===== src/hw/frontEnd_defs.svh =====
// Address map of the instruction-fetch front end.
// Boot PC, exception vector and the legal instruction-memory window.
// Include in any file that needs a fixed address.

`ifndef FRONT_END_DEFS_SVH
`define FRONT_END_DEFS_SVH

// First instruction after reset
`define PC_BOOT       32'h0000_3000

// Exception and interrupt vector
`define KTEXT_START   32'h0000_4180

// Fetch window with an exclusive end address
`define IM_ADDR_START 32'h0000_3000
`define IM_ADDR_END   32'h0000_5000

`endif


===== src/hw/frontEndPkg.sv =====
// Shared types for the MIPS instruction-fetch front end.
// Decode kinds, function classes, exception commands and cause codes,
// plus the payload structs carried by the stage registers.
// Import with a wildcard inside any module body that needs them.

package frontEndPkg;

    // Control-transfer instructions seen by decode
    typedef enum logic [3:0] {
        KIND_OTHER = 4'd0,
        KIND_BEQ   = 4'd1,
        KIND_BNE   = 4'd2,
        KIND_J     = 4'd3,
        KIND_JAL   = 4'd4,
        KIND_JR    = 4'd5,
        KIND_JALR  = 4'd6,
        KIND_ERET  = 4'd7
    } instrKind;

    typedef enum logic [1:0] {
        FUNC_PLAIN  = 2'd0,
        FUNC_BRANCH = 2'd1,
        FUNC_JUMP   = 2'd2
    } instrFunc;

    // Command from exception control to the PC
    typedef enum logic [1:0] {
        ECTRL_NONE  = 2'd0,
        ECTRL_ENTRY = 2'd1,
        ECTRL_ERET  = 2'd2
    } excCtrl;

    // MIPS ExcCode values; NONE sits outside the architectural codes
    typedef enum logic [4:0] {
        EXC_INT  = 5'd0,
        EXC_ADEL = 5'd4,
        EXC_NONE = 5'd31
    } excCode;

    typedef struct packed {
        logic [31:0] code;
        logic [31:0] pc;
        logic        delaySlot;
        excCode      exc;
    } fetchBundle;

    typedef struct packed {
        logic [31:0] pc;
        logic        delaySlot;
        excCode      exc;
    } decodeStatus;

endpackage


===== src/hw/branchDecode.sv =====
// Control-transfer decoder for the instruction in decode.
// Classifies branches, jumps and ERET, resolves the BEQ/BNE compare on
// register values from the register file, and splits out jump fields.
// Purely combinational.

module branchDecode (
    input  logic [31:0]           code,
    input  logic [31:0]           rsValue,
    input  logic [31:0]           rtValue,
    output frontEndPkg::instrKind kind,
    output frontEndPkg::instrFunc func,
    output logic                  compareTrue,
    output logic [15:0]           imm16,
    output logic [25:0]           jumpIndex,
    output logic [31:0]           jumpReg
);
    import frontEndPkg::*;

    // Primary opcodes
    localparam logic [5:0] OP_SPECIAL = 6'h00;
    localparam logic [5:0] OP_J       = 6'h02;
    localparam logic [5:0] OP_JAL     = 6'h03;
    localparam logic [5:0] OP_BEQ     = 6'h04;
    localparam logic [5:0] OP_BNE     = 6'h05;
    localparam logic [5:0] OP_COP0    = 6'h10;

    // Function field values
    localparam logic [5:0] FN_JR   = 6'h08;
    localparam logic [5:0] FN_JALR = 6'h09;
    localparam logic [5:0] FN_ERET = 6'h18;

    logic [5:0] opcode;
    logic [5:0] funct;
    logic       coBit;

    assign opcode = code[31:26];
    assign funct = code[5:0];
    // CO bit separates COP0 operations from MFC0/MTC0
    assign coBit = code[25];

    always_comb begin
        kind = KIND_OTHER;
        case (opcode)
            OP_SPECIAL: begin
                if (funct == FN_JR) begin
                    kind = KIND_JR;
                end else if (funct == FN_JALR) begin
                    kind = KIND_JALR;
                end
            end
            OP_J:    kind = KIND_J;
            OP_JAL:  kind = KIND_JAL;
            OP_BEQ:  kind = KIND_BEQ;
            OP_BNE:  kind = KIND_BNE;
            OP_COP0: begin
                if (coBit && (funct == FN_ERET)) begin
                    kind = KIND_ERET;
                end
            end
            default: kind = KIND_OTHER;
        endcase
    end

    always_comb begin
        case (kind)
            KIND_BEQ, KIND_BNE: func = FUNC_BRANCH;
            KIND_J, KIND_JAL, KIND_JR, KIND_JALR: func = FUNC_JUMP;
            default: func = FUNC_PLAIN;
        endcase
    end

    // Compare only means something for the two branch kinds
    always_comb begin
        case (kind)
            KIND_BEQ: compareTrue = (rsValue == rtValue);
            KIND_BNE: compareTrue = (rsValue != rtValue);
            default:  compareTrue = 1'b0;
        endcase
    end

    assign imm16 = code[15:0];
    assign jumpIndex = code[25:0];
    assign jumpReg = rsValue;

endmodule


===== src/hw/exceptionControl.sv =====
// Minimal CP0 for the front end: exception level, EPC and cause.
// Raises entry on a fetch address error or an external interrupt and
// ERET on return, and flushes decode with either command.
// State moves only on accepted fetch edges.

module exceptionControl (
    input  logic                  clk,
    input  logic                  reset,
    input  logic                  advance,
    input  frontEndPkg::instrKind kind,
    input  logic [31:0]           decodePc,
    input  logic                  decodeDelaySlot,
    input  frontEndPkg::excCode   decodeExc,
    input  logic                  interruptRequest,
    output frontEndPkg::excCtrl   command,
    output logic [29:0]           epc,
    output logic                  flush,
    output frontEndPkg::excCode   cause,
    output logic                  exceptionLevel
);
    import frontEndPkg::*;

    logic        addrError;
    logic        entry;
    decodeStatus decodeNow;
    decodeStatus savedStatus;
    logic [31:0] restartPc;

    assign addrError = (decodeExc == EXC_ADEL);
    // Exceptions are masked while already in the handler
    assign entry = !exceptionLevel && (addrError || interruptRequest);

    always_comb begin
        if (entry) begin
            command = ECTRL_ENTRY;
        end else if (exceptionLevel && (kind == KIND_ERET)) begin
            command = ECTRL_ERET;
        end else begin
            command = ECTRL_NONE;
        end
    end

    assign flush = (command != ECTRL_NONE);

    assign decodeNow.pc = decodePc;
    assign decodeNow.delaySlot = decodeDelaySlot;
    assign decodeNow.exc = decodeExc;

    // Snapshot of the instruction taken out of decode at entry
    pipeReg #(
        .payloadType (decodeStatus)
    ) statusReg_i (
        .clk   (clk),
        .reset (reset),
        .hold  (!(advance && entry)),
        .clear (1'b0),
        .d     (decodeNow),
        .q     (savedStatus)
    );

    // Restart at the branch when the victim sat in a delay slot
    assign restartPc = savedStatus.delaySlot ? (savedStatus.pc - 32'd4) : savedStatus.pc;
    assign epc = restartPc[31:2];

    // Address error outranks the interrupt
    assign cause = (savedStatus.exc == EXC_ADEL) ? EXC_ADEL : EXC_INT;

    always_ff @(posedge clk) begin
        if (reset) begin
            exceptionLevel <= 1'b0;
        end else if (advance) begin
            if (command == ECTRL_ENTRY) begin
                exceptionLevel <= 1'b1;
            end else if (command == ECTRL_ERET) begin
                exceptionLevel <= 1'b0;
            end
        end
    end

endmodule


===== src/hw/fetchStage.sv =====
// Fetch stage of the pipeline.
// Drives the instruction-memory address from the PC, stalls while the
// memory is not ready, and registers the fetch bundle for decode.
// A flush from exception control turns the next decode entry into a bubble.

module fetchStage (
    input  logic                  clk,
    input  logic                  reset,
    output logic [31:0]           instrAddr,
    input  logic [31:0]           instrData,
    input  logic                  instrReady,
    input  frontEndPkg::instrKind kind,
    input  frontEndPkg::instrFunc func,
    input  logic                  compareTrue,
    input  logic [15:0]           imm16,
    input  logic [25:0]           jumpIndex,
    input  logic [31:0]           jumpReg,
    input  frontEndPkg::excCtrl   command,
    input  logic [29:0]           epc,
    input  logic                  flush,
    output logic [31:0]           decodeCode,
    output logic [31:0]           decodePc,
    output logic                  decodeDelaySlot,
    output frontEndPkg::excCode   decodeExc,
    output logic [31:0]           fetchPc,
    output logic                  busy
);
    import frontEndPkg::*;

    logic       fetchDelaySlot;
    excCode     fetchExc;
    fetchBundle fetchData;
    fetchBundle decodeData;

    programCounter counter_i (
        .clk         (clk),
        .reset       (reset),
        .enable      (instrReady),
        .kind        (kind),
        .func        (func),
        .compareTrue (compareTrue),
        .imm16       (imm16),
        .jumpIndex   (jumpIndex),
        .jumpReg     (jumpReg),
        .command     (command),
        .epc         (epc),
        .pc          (fetchPc),
        .delaySlot   (fetchDelaySlot),
        .fetchExc    (fetchExc)
    );

    assign instrAddr = fetchPc;
    assign busy = !instrReady;

    // A faulting fetch carries a NOP so decode never acts on stray data
    assign fetchData.code = (fetchExc == EXC_ADEL) ? 32'd0 : instrData;
    assign fetchData.pc = fetchPc;
    assign fetchData.delaySlot = fetchDelaySlot;
    assign fetchData.exc = fetchExc;

    pipeReg #(
        .payloadType (fetchBundle)
    ) fetchReg_i (
        .clk   (clk),
        .reset (reset),
        .hold  (!instrReady),
        .clear (flush),
        .d     (fetchData),
        .q     (decodeData)
    );

    assign decodeCode = decodeData.code;
    assign decodePc = decodeData.pc;
    assign decodeDelaySlot = decodeData.delaySlot;
    assign decodeExc = decodeData.exc;

endmodule


===== src/hw/frontEnd.sv =====
// Top level of the instruction-fetch front end.
// Connects fetch, control-transfer decode and exception control.
// Instruction memory and register-file values come from outside;
// the interrupt request is a plain level.

module frontEnd (
    input  logic                clk,
    input  logic                reset,
    output logic [31:0]         instrAddr,
    input  logic [31:0]         instrData,
    input  logic                instrReady,
    input  logic [31:0]         rsValue,
    input  logic [31:0]         rtValue,
    input  logic                interruptRequest,
    output logic [31:0]         fetchPc,
    output logic [31:0]         decodePc,
    output logic [31:0]         decodeCode,
    output frontEndPkg::excCode cause,
    output logic                exceptionLevel,
    output logic                busy
);
    import frontEndPkg::*;

    instrKind    kind;
    instrFunc    func;
    logic        compareTrue;
    logic [15:0] imm16;
    logic [25:0] jumpIndex;
    logic [31:0] jumpReg;
    excCtrl      excCommand;
    logic [29:0] epc;
    logic        flush;
    logic        decodeDelaySlot;
    excCode      decodeExc;

    fetchStage fetch_i (
        .clk             (clk),
        .reset           (reset),
        .instrAddr       (instrAddr),
        .instrData       (instrData),
        .instrReady      (instrReady),
        .kind            (kind),
        .func            (func),
        .compareTrue     (compareTrue),
        .imm16           (imm16),
        .jumpIndex       (jumpIndex),
        .jumpReg         (jumpReg),
        .command         (excCommand),
        .epc             (epc),
        .flush           (flush),
        .decodeCode      (decodeCode),
        .decodePc        (decodePc),
        .decodeDelaySlot (decodeDelaySlot),
        .decodeExc       (decodeExc),
        .fetchPc         (fetchPc),
        .busy            (busy)
    );

    branchDecode decode_i (
        .code        (decodeCode),
        .rsValue     (rsValue),
        .rtValue     (rtValue),
        .kind        (kind),
        .func        (func),
        .compareTrue (compareTrue),
        .imm16       (imm16),
        .jumpIndex   (jumpIndex),
        .jumpReg     (jumpReg)
    );

    // Exception state advances with fetch
    exceptionControl exc_i (
        .clk              (clk),
        .reset            (reset),
        .advance          (instrReady),
        .kind             (kind),
        .decodePc         (decodePc),
        .decodeDelaySlot  (decodeDelaySlot),
        .decodeExc        (decodeExc),
        .interruptRequest (interruptRequest),
        .command          (excCommand),
        .epc              (epc),
        .flush            (flush),
        .cause            (cause),
        .exceptionLevel   (exceptionLevel)
    );

endmodule


===== src/hw/pipeReg.sv =====
// Generic pipeline stage register.
// Loads d every cycle unless held; clear empties it to a zero payload.
// Hold gates both load and clear, and clear wins over load.

module pipeReg #(
    parameter type payloadType = logic
) (
    input  logic       clk,
    input  logic       reset,
    input  logic       hold,
    input  logic       clear,
    input  payloadType d,
    output payloadType q
);

    always_ff @(posedge clk) begin
        if (reset) begin
            q <= '0;
        end else if (!hold) begin
            if (clear) begin
                // Bubble
                q <= '0;
            end else begin
                q <= d;
            end
        end
    end

endmodule


===== src/hw/programCounter.sv =====
// Program counter with next-PC selection for the fetch stage.
// Decode supplies branch and jump fields, exception control supplies
// entry and return commands. Fetch faults are flagged as ADEL.
// Instantiated once inside fetchStage.

`include "frontEnd_defs.svh"

module programCounter (
    input  logic                 clk,
    input  logic                 reset,
    input  logic                 enable,
    input  frontEndPkg::instrKind kind,
    input  frontEndPkg::instrFunc func,
    input  logic                 compareTrue,
    input  logic [15:0]          imm16,
    input  logic [25:0]          jumpIndex,
    input  logic [31:0]          jumpReg,
    input  frontEndPkg::excCtrl  command,
    input  logic [29:0]          epc,
    output logic [31:0]          pc,
    output logic                 delaySlot,
    output frontEndPkg::excCode  fetchExc
);
    import frontEndPkg::*;

    logic [31:0] branchOffset;
    logic [31:0] jumpTarget;
    logic [31:0] nextPc;
    logic        inRange;
    logic        misaligned;

    // Word-scaled, sign-extended branch displacement
    assign branchOffset = {{14{imm16[15]}}, imm16, 2'b00};
    assign jumpTarget = {pc[31:28], jumpIndex, 2'b00};

    // Anything in decode that transfers control makes this fetch a delay slot
    assign delaySlot = (func == FUNC_BRANCH) || (func == FUNC_JUMP);

    // Entry wins over return, then register jump, immediate jump and branch
    always_comb begin
        if (command == ECTRL_ENTRY) begin
            nextPc = `KTEXT_START;
        end else if (command == ECTRL_ERET) begin
            nextPc = {epc, 2'b00};
        end else if ((kind == KIND_JR) || (kind == KIND_JALR)) begin
            nextPc = jumpReg;
        end else if ((kind == KIND_J) || (kind == KIND_JAL)) begin
            nextPc = jumpTarget;
        end else if ((func == FUNC_BRANCH) && compareTrue) begin
            // pc here is already the delay slot
            nextPc = pc + branchOffset;
        end else begin
            nextPc = pc + 32'd4;
        end
    end

    always_ff @(posedge clk) begin
        if (reset) begin
            pc <= `PC_BOOT;
        end else if (enable) begin
            pc <= nextPc;
        end
    end

    // Fetch address check
    assign inRange = (pc >= `IM_ADDR_START) && (pc < `IM_ADDR_END);
    assign misaligned = (pc[1:0] != 2'b00);

    always_comb begin
        if (!inRange || misaligned) begin
            fetchExc = EXC_ADEL;
        end else begin
            fetchExc = EXC_NONE;
        end
    end

endmodule


===== config.mk =====
export PLATFORM = sky130hd
export DESIGN_NAME = frontEnd
export DESIGN_NICKNAME = d
export VERILOG_FILES = /design/src/hw/frontEndPkg.sv /design/src/hw/branchDecode.sv /design/src/hw/exceptionControl.sv /design/src/hw/fetchStage.sv /design/src/hw/frontEnd.sv /design/src/hw/pipeReg.sv /design/src/hw/programCounter.sv
export VERILOG_INCLUDE_DIRS = /design/src /design/src/hw
export SDC_FILE = /design/constraint.sdc
export NUM_CORES = 1
export LEC_CHECK = 0
export BUFFER_PORTS_ARGS = -buffer_cell sky130_fd_sc_hd__buf_2
export CAP_MARGIN = 25
export CORE_MARGIN = 3
export CORE_UTILIZATION = 44
export CTS_BUF_LIST = sky130_fd_sc_hd__clkbuf_16
export DETAILED_ROUTE_END_ITERATION = 10
export PLACE_DENSITY = 0.67
export SLEW_MARGIN = 20
export SYNTH_ARGS = -nofsm -noshare
export SYNTH_HDL_FRONTEND = slang
export SYNTH_HIERARCHICAL = 1
export SYNTH_SLANG_ARGS = --single-unit

===== constraint.sdc =====
create_clock -name clk -period 12.41 [get_ports clk]
set_input_delay 1.241 -clock clk [delete_from_list [all_inputs] [get_ports clk]]
set_output_delay 1.241 -clock clk [all_outputs]
set_load 0.02 [all_outputs]

# --- Word level (Yosys, flattened, before mapping) ---
# Index checks and enable logic that the tools add are counted.
classes:
  muxes: 20
  magnitude_cmp: 2
  reduce_logical: 22
  add_sub_neg: 3
  n_eq_ne: 25
ops:
  columns: ["op", "n"]
  rows:
  - ["$mux W32", 7]
  - ["$mux W70", 1]
  - ["$add A32 B3 Y32 const B", 1]
  - ["$add A32 B32 Y32", 1]
  - ["$eq A32 B32 Y1", 1]
  - ["$ge A32 B14 Y1 const B", 1]
  - ["$lt A32 B15 Y1 const B", 1]
  - ["$ne A32 B32 Y1", 1]
  - ["$sub A32 B3 Y32 const B", 1]
  - ["$pmux W4 S6", 1]
  - ["$eq A4 B3 Y1 const B", 4]
  - ["$eq A5 B3 Y1 const B", 3]
  - ["$eq A6 B2 Y1 const B", 2]
  - ["$eq A6 B3 Y1 const B", 2]
  - ["$eq A6 B4 Y1 const B", 2]
  - ["$eq A6 B5 Y1 const B", 2]
  - ["$mux W3", 3]
  - ["$eq A4 B2 Y1 const B", 2]
  - ["$logic_and A1 B1 Y1", 6]
  - ["$logic_not A6 Y1", 1]
  - ["$reduce_bool A2 Y1", 3]
  - ["$logic_or A1 B1 Y1", 5]
  - ["$mux W5", 1]
  - ["$eq A2 B1 Y1 const B", 2]
  - ["12 further kinds", 18]
totals:
  out_inout_bits: 135
  reg_bits: 141
  wordCells: 82

# --- Logic depth before layout (Yosys ltp) ---
logic_depth:
  depth_word: 14
  ltp_mapped: 19
  mapped_depth_nobuf: 18

# --- Hierarchy ---
# Netlist, hierarchy kept.
by_module_without_submodules:
  columns: ["mod", "instances", "area_each_um2", "cells_each"]
  rows:
  - ["programCounter", 1, 3742.3, 542]
  - ["pipeReg at fetch_i.fetchReg_i", 1, 2767.7, 312]
  - ["pipeReg at exc_i.statusReg_i", 1, 1696.6, 169]
  - ["branchDecode", 1, 1058.5, 140]
  - ["exceptionControl", 1, 773.2, 110]
  - ["fetchStage", 1, 568.0, 73]

# --- Worst setup path after synthesis ---
# Ideal clock, no wire load.
synth_timing:
  path_kind: "input-to-reg"
  start: "input rtValue[29]"
  end: "register fetch_i.counter_i.pc[22]"
  cell_stages: 16
  path_buffers: 1
  setup_ps: 126
  path_slack_ps: 7739
  arrival_time_ps: 4545
  cell_sequence: "xor2_1 -> nor4_1 -> nand4_1 -> nor2_1 -> mux2i_1 -> clkbuf_1 -> and3_1 -> ha_1 -> a21o_1 -> a21o_1 -> or3_1 -> o21ai_4 -> mux2_2 -> nor3b_1 -> o21ai_0 -> o21ai_0"
synth_via:
  elab_chain_cells: 8
  word_cells_on_any_way: 9
synth_rtl:
  columns: ["item", "line", "text"]
  rows:
  - ["start, declared", "frontEnd.sv:13", "input logic [31:0] rtValue,"]
  - ["$ne A32 B32 Y1 or $eq A32 B32 Y1 (tied branches)", "branchDecode.sv:76, branchDecode.sv:75", null]
  - ["$pmux W1 S2 (*)", "branchDecode.sv:74", "case (kind)"]
  - ["via compareTrue", "frontEnd.sv:26", "logic compareTrue;"]
  - ["$logic_and A1 B1 Y1 (*)", "programCounter.sv:49", "end else if ((func == FUNC_BRANCH) && compareTrue) begin"]
  - ["$mux W32 (*)", "programCounter.sv:49", null]
  - ["$mux W32 (*)", "programCounter.sv:47", "end else if ((kind == KIND_J) || (kind == KIND_JAL)) begin"]
  - ["$mux W32 (*)", "programCounter.sv:45", "end else if ((kind == KIND_JR) || (kind == KIND_JALR)) begin"]
  - ["$mux W32 (*)", "programCounter.sv:43", "end else if (command == ECTRL_ERET) begin"]
  - ["$mux W32 (*)", "programCounter.sv:41", "if (command == ECTRL_ENTRY) begin"]
  - ["end signal, assigned", "programCounter.sv:59", "pc <= `PC_BOOT;"]
  - ["end signal, assigned", "programCounter.sv:61", "pc <= nextPc;"]
  - ["end, declared", "programCounter.sv:20", "output logic [31:0] pc,"]
# Mark *: on every way through the listed nets, which the timed path passes. The rest lies on a longest branch. The select of a mux whose other input is x is not followed.
# A chain may end at the register's enable or synchronous reset.

# --- Worst setup path after layout ---
layout_timing:
  start: "input rtValue[25]"
  end: "register fetch_i.counter_i.pc[22]"
# The elaborated chain is that of the path after synthesis.

==> impl_metrics.ini <==
[route]
via_density_per_instance = 5.76
tritonroute_pass_1_iters = 5
drt_drc_violations_left = 0
drt_wl_total_um = 36200
met3_wirelength_um = 2870
routed_wire_length_per_instance_um = 20.9
total_vias_in_the_final_route = 9968
detailroute.wirelength.met2_um = 16100
top_signal_layer_used = met4
drt_iter0_drc = 943
detail_route.wirelength.met1_um = 15900
antenna_violating_nets_post_route = 0

[setup_path]
worstSetupStartpointType = input pin
worst-r2r-setup-slack_ps = 7970
data_arrival_time_of_the_worst_path_ps = 5930
worstSetupPathType = input pin to flop
cp.required_ps = 12720
critical_path_origin = rtValue[25]
r2r-start = fetch_i/fetchReg_i/q[67]$_SDFFE_PP0N_
crit_path_end_kind = flop
worstPathMaxFanout = 9

[clocking]
clkLatencyLatePin_ps = 440
htree_num_levels = 4
tritoncts = done
clkTransAtPathRegs_ps = 60
cts-root-buf = clkbuf_16
cts.sink_count = 139
ctsResizeCount = 0
cts.repair_timing.setup_buffer_count = 0
cts_buffers = 17
cts_hold_buffers = 0
clock_path_buffers = 2

[grt]
gr-usage-all-layers = 0.272
congestion_overflow_gr = 0
grt_pass1_wl_um = 55000
antenna_violations_before_repair = 0
grt_max_degree = 125
grt_pass1_vias = 9259

[timing]
setup-violations-final = 0
worstMarginPinSlew_ps = 1060
whs_ps = 475
fin_setup_tns_ps = 0
finalWorstPathRequiredPeriod_ps = 5620
finalCritPeriodShare = 0.453
rsz_0062_raised_after_global_routing = no
report.final.hold_viol_count = 0
max_freq_mhz = 178
slew_headroom = 0.291
timing_max_transition_violations_final = 0
timing.clock.skew_ps = 16.8

[pwr]
power.density_nw_per_um2 = 104
relative_contribution_of_sequential_cells_to_total_power = 0.402
comb_power_share = 0.163
cell_internal_pwr_mw = 0.811
p_leak_nw = 4.88
power.net_switching_mw = 0.375
power_switching_share = 0.316
peak_supply_drop_v = 0.0000671
clock_power_share = 0.434

[floorplanning]
core_sq_um = 23100
die-width_um = 161
io_count = 235
initial_core_util = 0.456
dieArea_sq_um = 25800
die_h_um = 161
num_rows = 55

[final_layout]
area_of_the_multi_input_gates_sq_um = 6360
final_net_count = 1524
fillCellCount = 2262
post_route_cells_drive_above_1_share = 0.242
synthToLayoutAreaGrowth_pct = 8.86
sequential_cell_area_sq_um = 2780
antenna_cells_inserted = 0

[logic_synthesis]
avgSynthCellArea_sq_um = 7.86
yosysWarnings = 6
synth_area_sq_um = 10500
syn_inst = 1338

[placement]
gp_congestion = 0.955
port_buffers = 230
detailed_place_hpwl_um = 26700

[hold_path]
hp-class = flop to flop
min_from = fetch_i/fetchReg_i/q[7]$_SDFFE_PP0N_

[flow_run]
cap_violations = 0

[run_status]
outcome = finished, final reports clean
-- per-stage QoR --
stage | total power, mW | util | std cells | setup WS [ps] | instance area, sq um
2_1_floorplan | 0.636 | - | 1343 | 7740 | 10500
3_3_place_gp | 0.677 | 0.471 | 1698 | 6190 | 10900
3_5_place_dp | 0.678 | 0.472 | 1699 | 6490 | 10900
4_1_cts | 1.19 | 0.497 | 1731 | 6910 | 11500
5_1_grt | 1.23 | 0.497 | 1731 | 6660 | 11500
6_report | 1.19 | 0.497 | 1731 | 6790 | 11500
-- registers in the layout, summed over array words and instances (netlist names) --
signal / count
exc_i/exceptionLevel: 1
fetch_i/counter_i/pc: 32
fetch_i/fetchReg_i/q: 70
exc_i/statusReg_i/q: 36
-- critical path: stages --
cell	delay [ps]
buf_2	120
xor2_1	170
nor4_1	850
nand4_1	170
nor2_1	210
mux2i_1	540
buf_4	260
and3_1	160
ha_1	280
a21o_1	200
a21o_1	180
or3_1	410
o21ai_4	290
mux2_2	390
nor3b_1	140
o21ai_0	180
o21ai_0	110
-- cells in the final DEF, fill, tap and decap left out, types with 8 or more instances in the layout --
master	n
xor2_1	63
nand3_1	27
o22ai_2	38
o21ai_0	41
xnor2_1	17
nor4_1	22
o22ai_1	71
ha_1	18
nor2_1	67
o211ai_1	13
buf_4	16
nand2_1	185
and3_1	25
buf_2	229
or3_1	8
clkbuf_16	17
conb_1	8
a21boi_1	27
inv_1	16
nor3_1	18
nand2b_1	117
a22oi_1	12
a21o_1	16
mux2i_1	11
a21oi_1	39
dfxtp_1	139
-- worst paths after layout --
check / end / cells after the start
min reg2reg: fetch_i/fetchReg_i/q[7]$_SDFFE_PP0N_ / 2
max reg2reg: fetch_i/counter_i/pc[24]$_SDFFE_PP0P_ / 18
min: fetch_i/fetchReg_i/q[7]$_SDFFE_PP0N_ / 2
max: fetch_i/counter_i/pc[22]$_SDFFE_PP0P_ / 17
-- power by group through the flow --
stage | Clock (mW) | Sequential (mW) | Combinational [mW]
3_3_place_gp | 0 | 0.487 | 0.190
3_5_place_dp | 0 | 0.487 | 0.192
4_1_cts | 0.520 | 0.476 | 0.192
2_1_floorplan | 0 | 0.491 | 0.144
5_1_grt | 0.539 | 0.478 | 0.210
6_report | 0.515 | 0.477 | 0.194
-- area by class of cell --
cell class | count | share of cell area
Clock buffer | 17 | 0.0371
Clock inverter | 15 | 0.0137
Inverter | 17 | 0.00557
Multi-Input combinational cell | 984 | 0.555
Sequential cell | 139 | 0.243
Tap cell | 313 | 0.0342
Timing Repair Buffer | 246 | 0.112
-- per-layer routing --
layer / GRT usage / up-vias
met5: 0 / -
li1: - / 4751
met1: 0.379 / 4645
met2: 0.424 / 505
met4: 0.101 / 0
met3: 0.0418 / 67
Note: power is estimated with default switching activity, not from simulation.
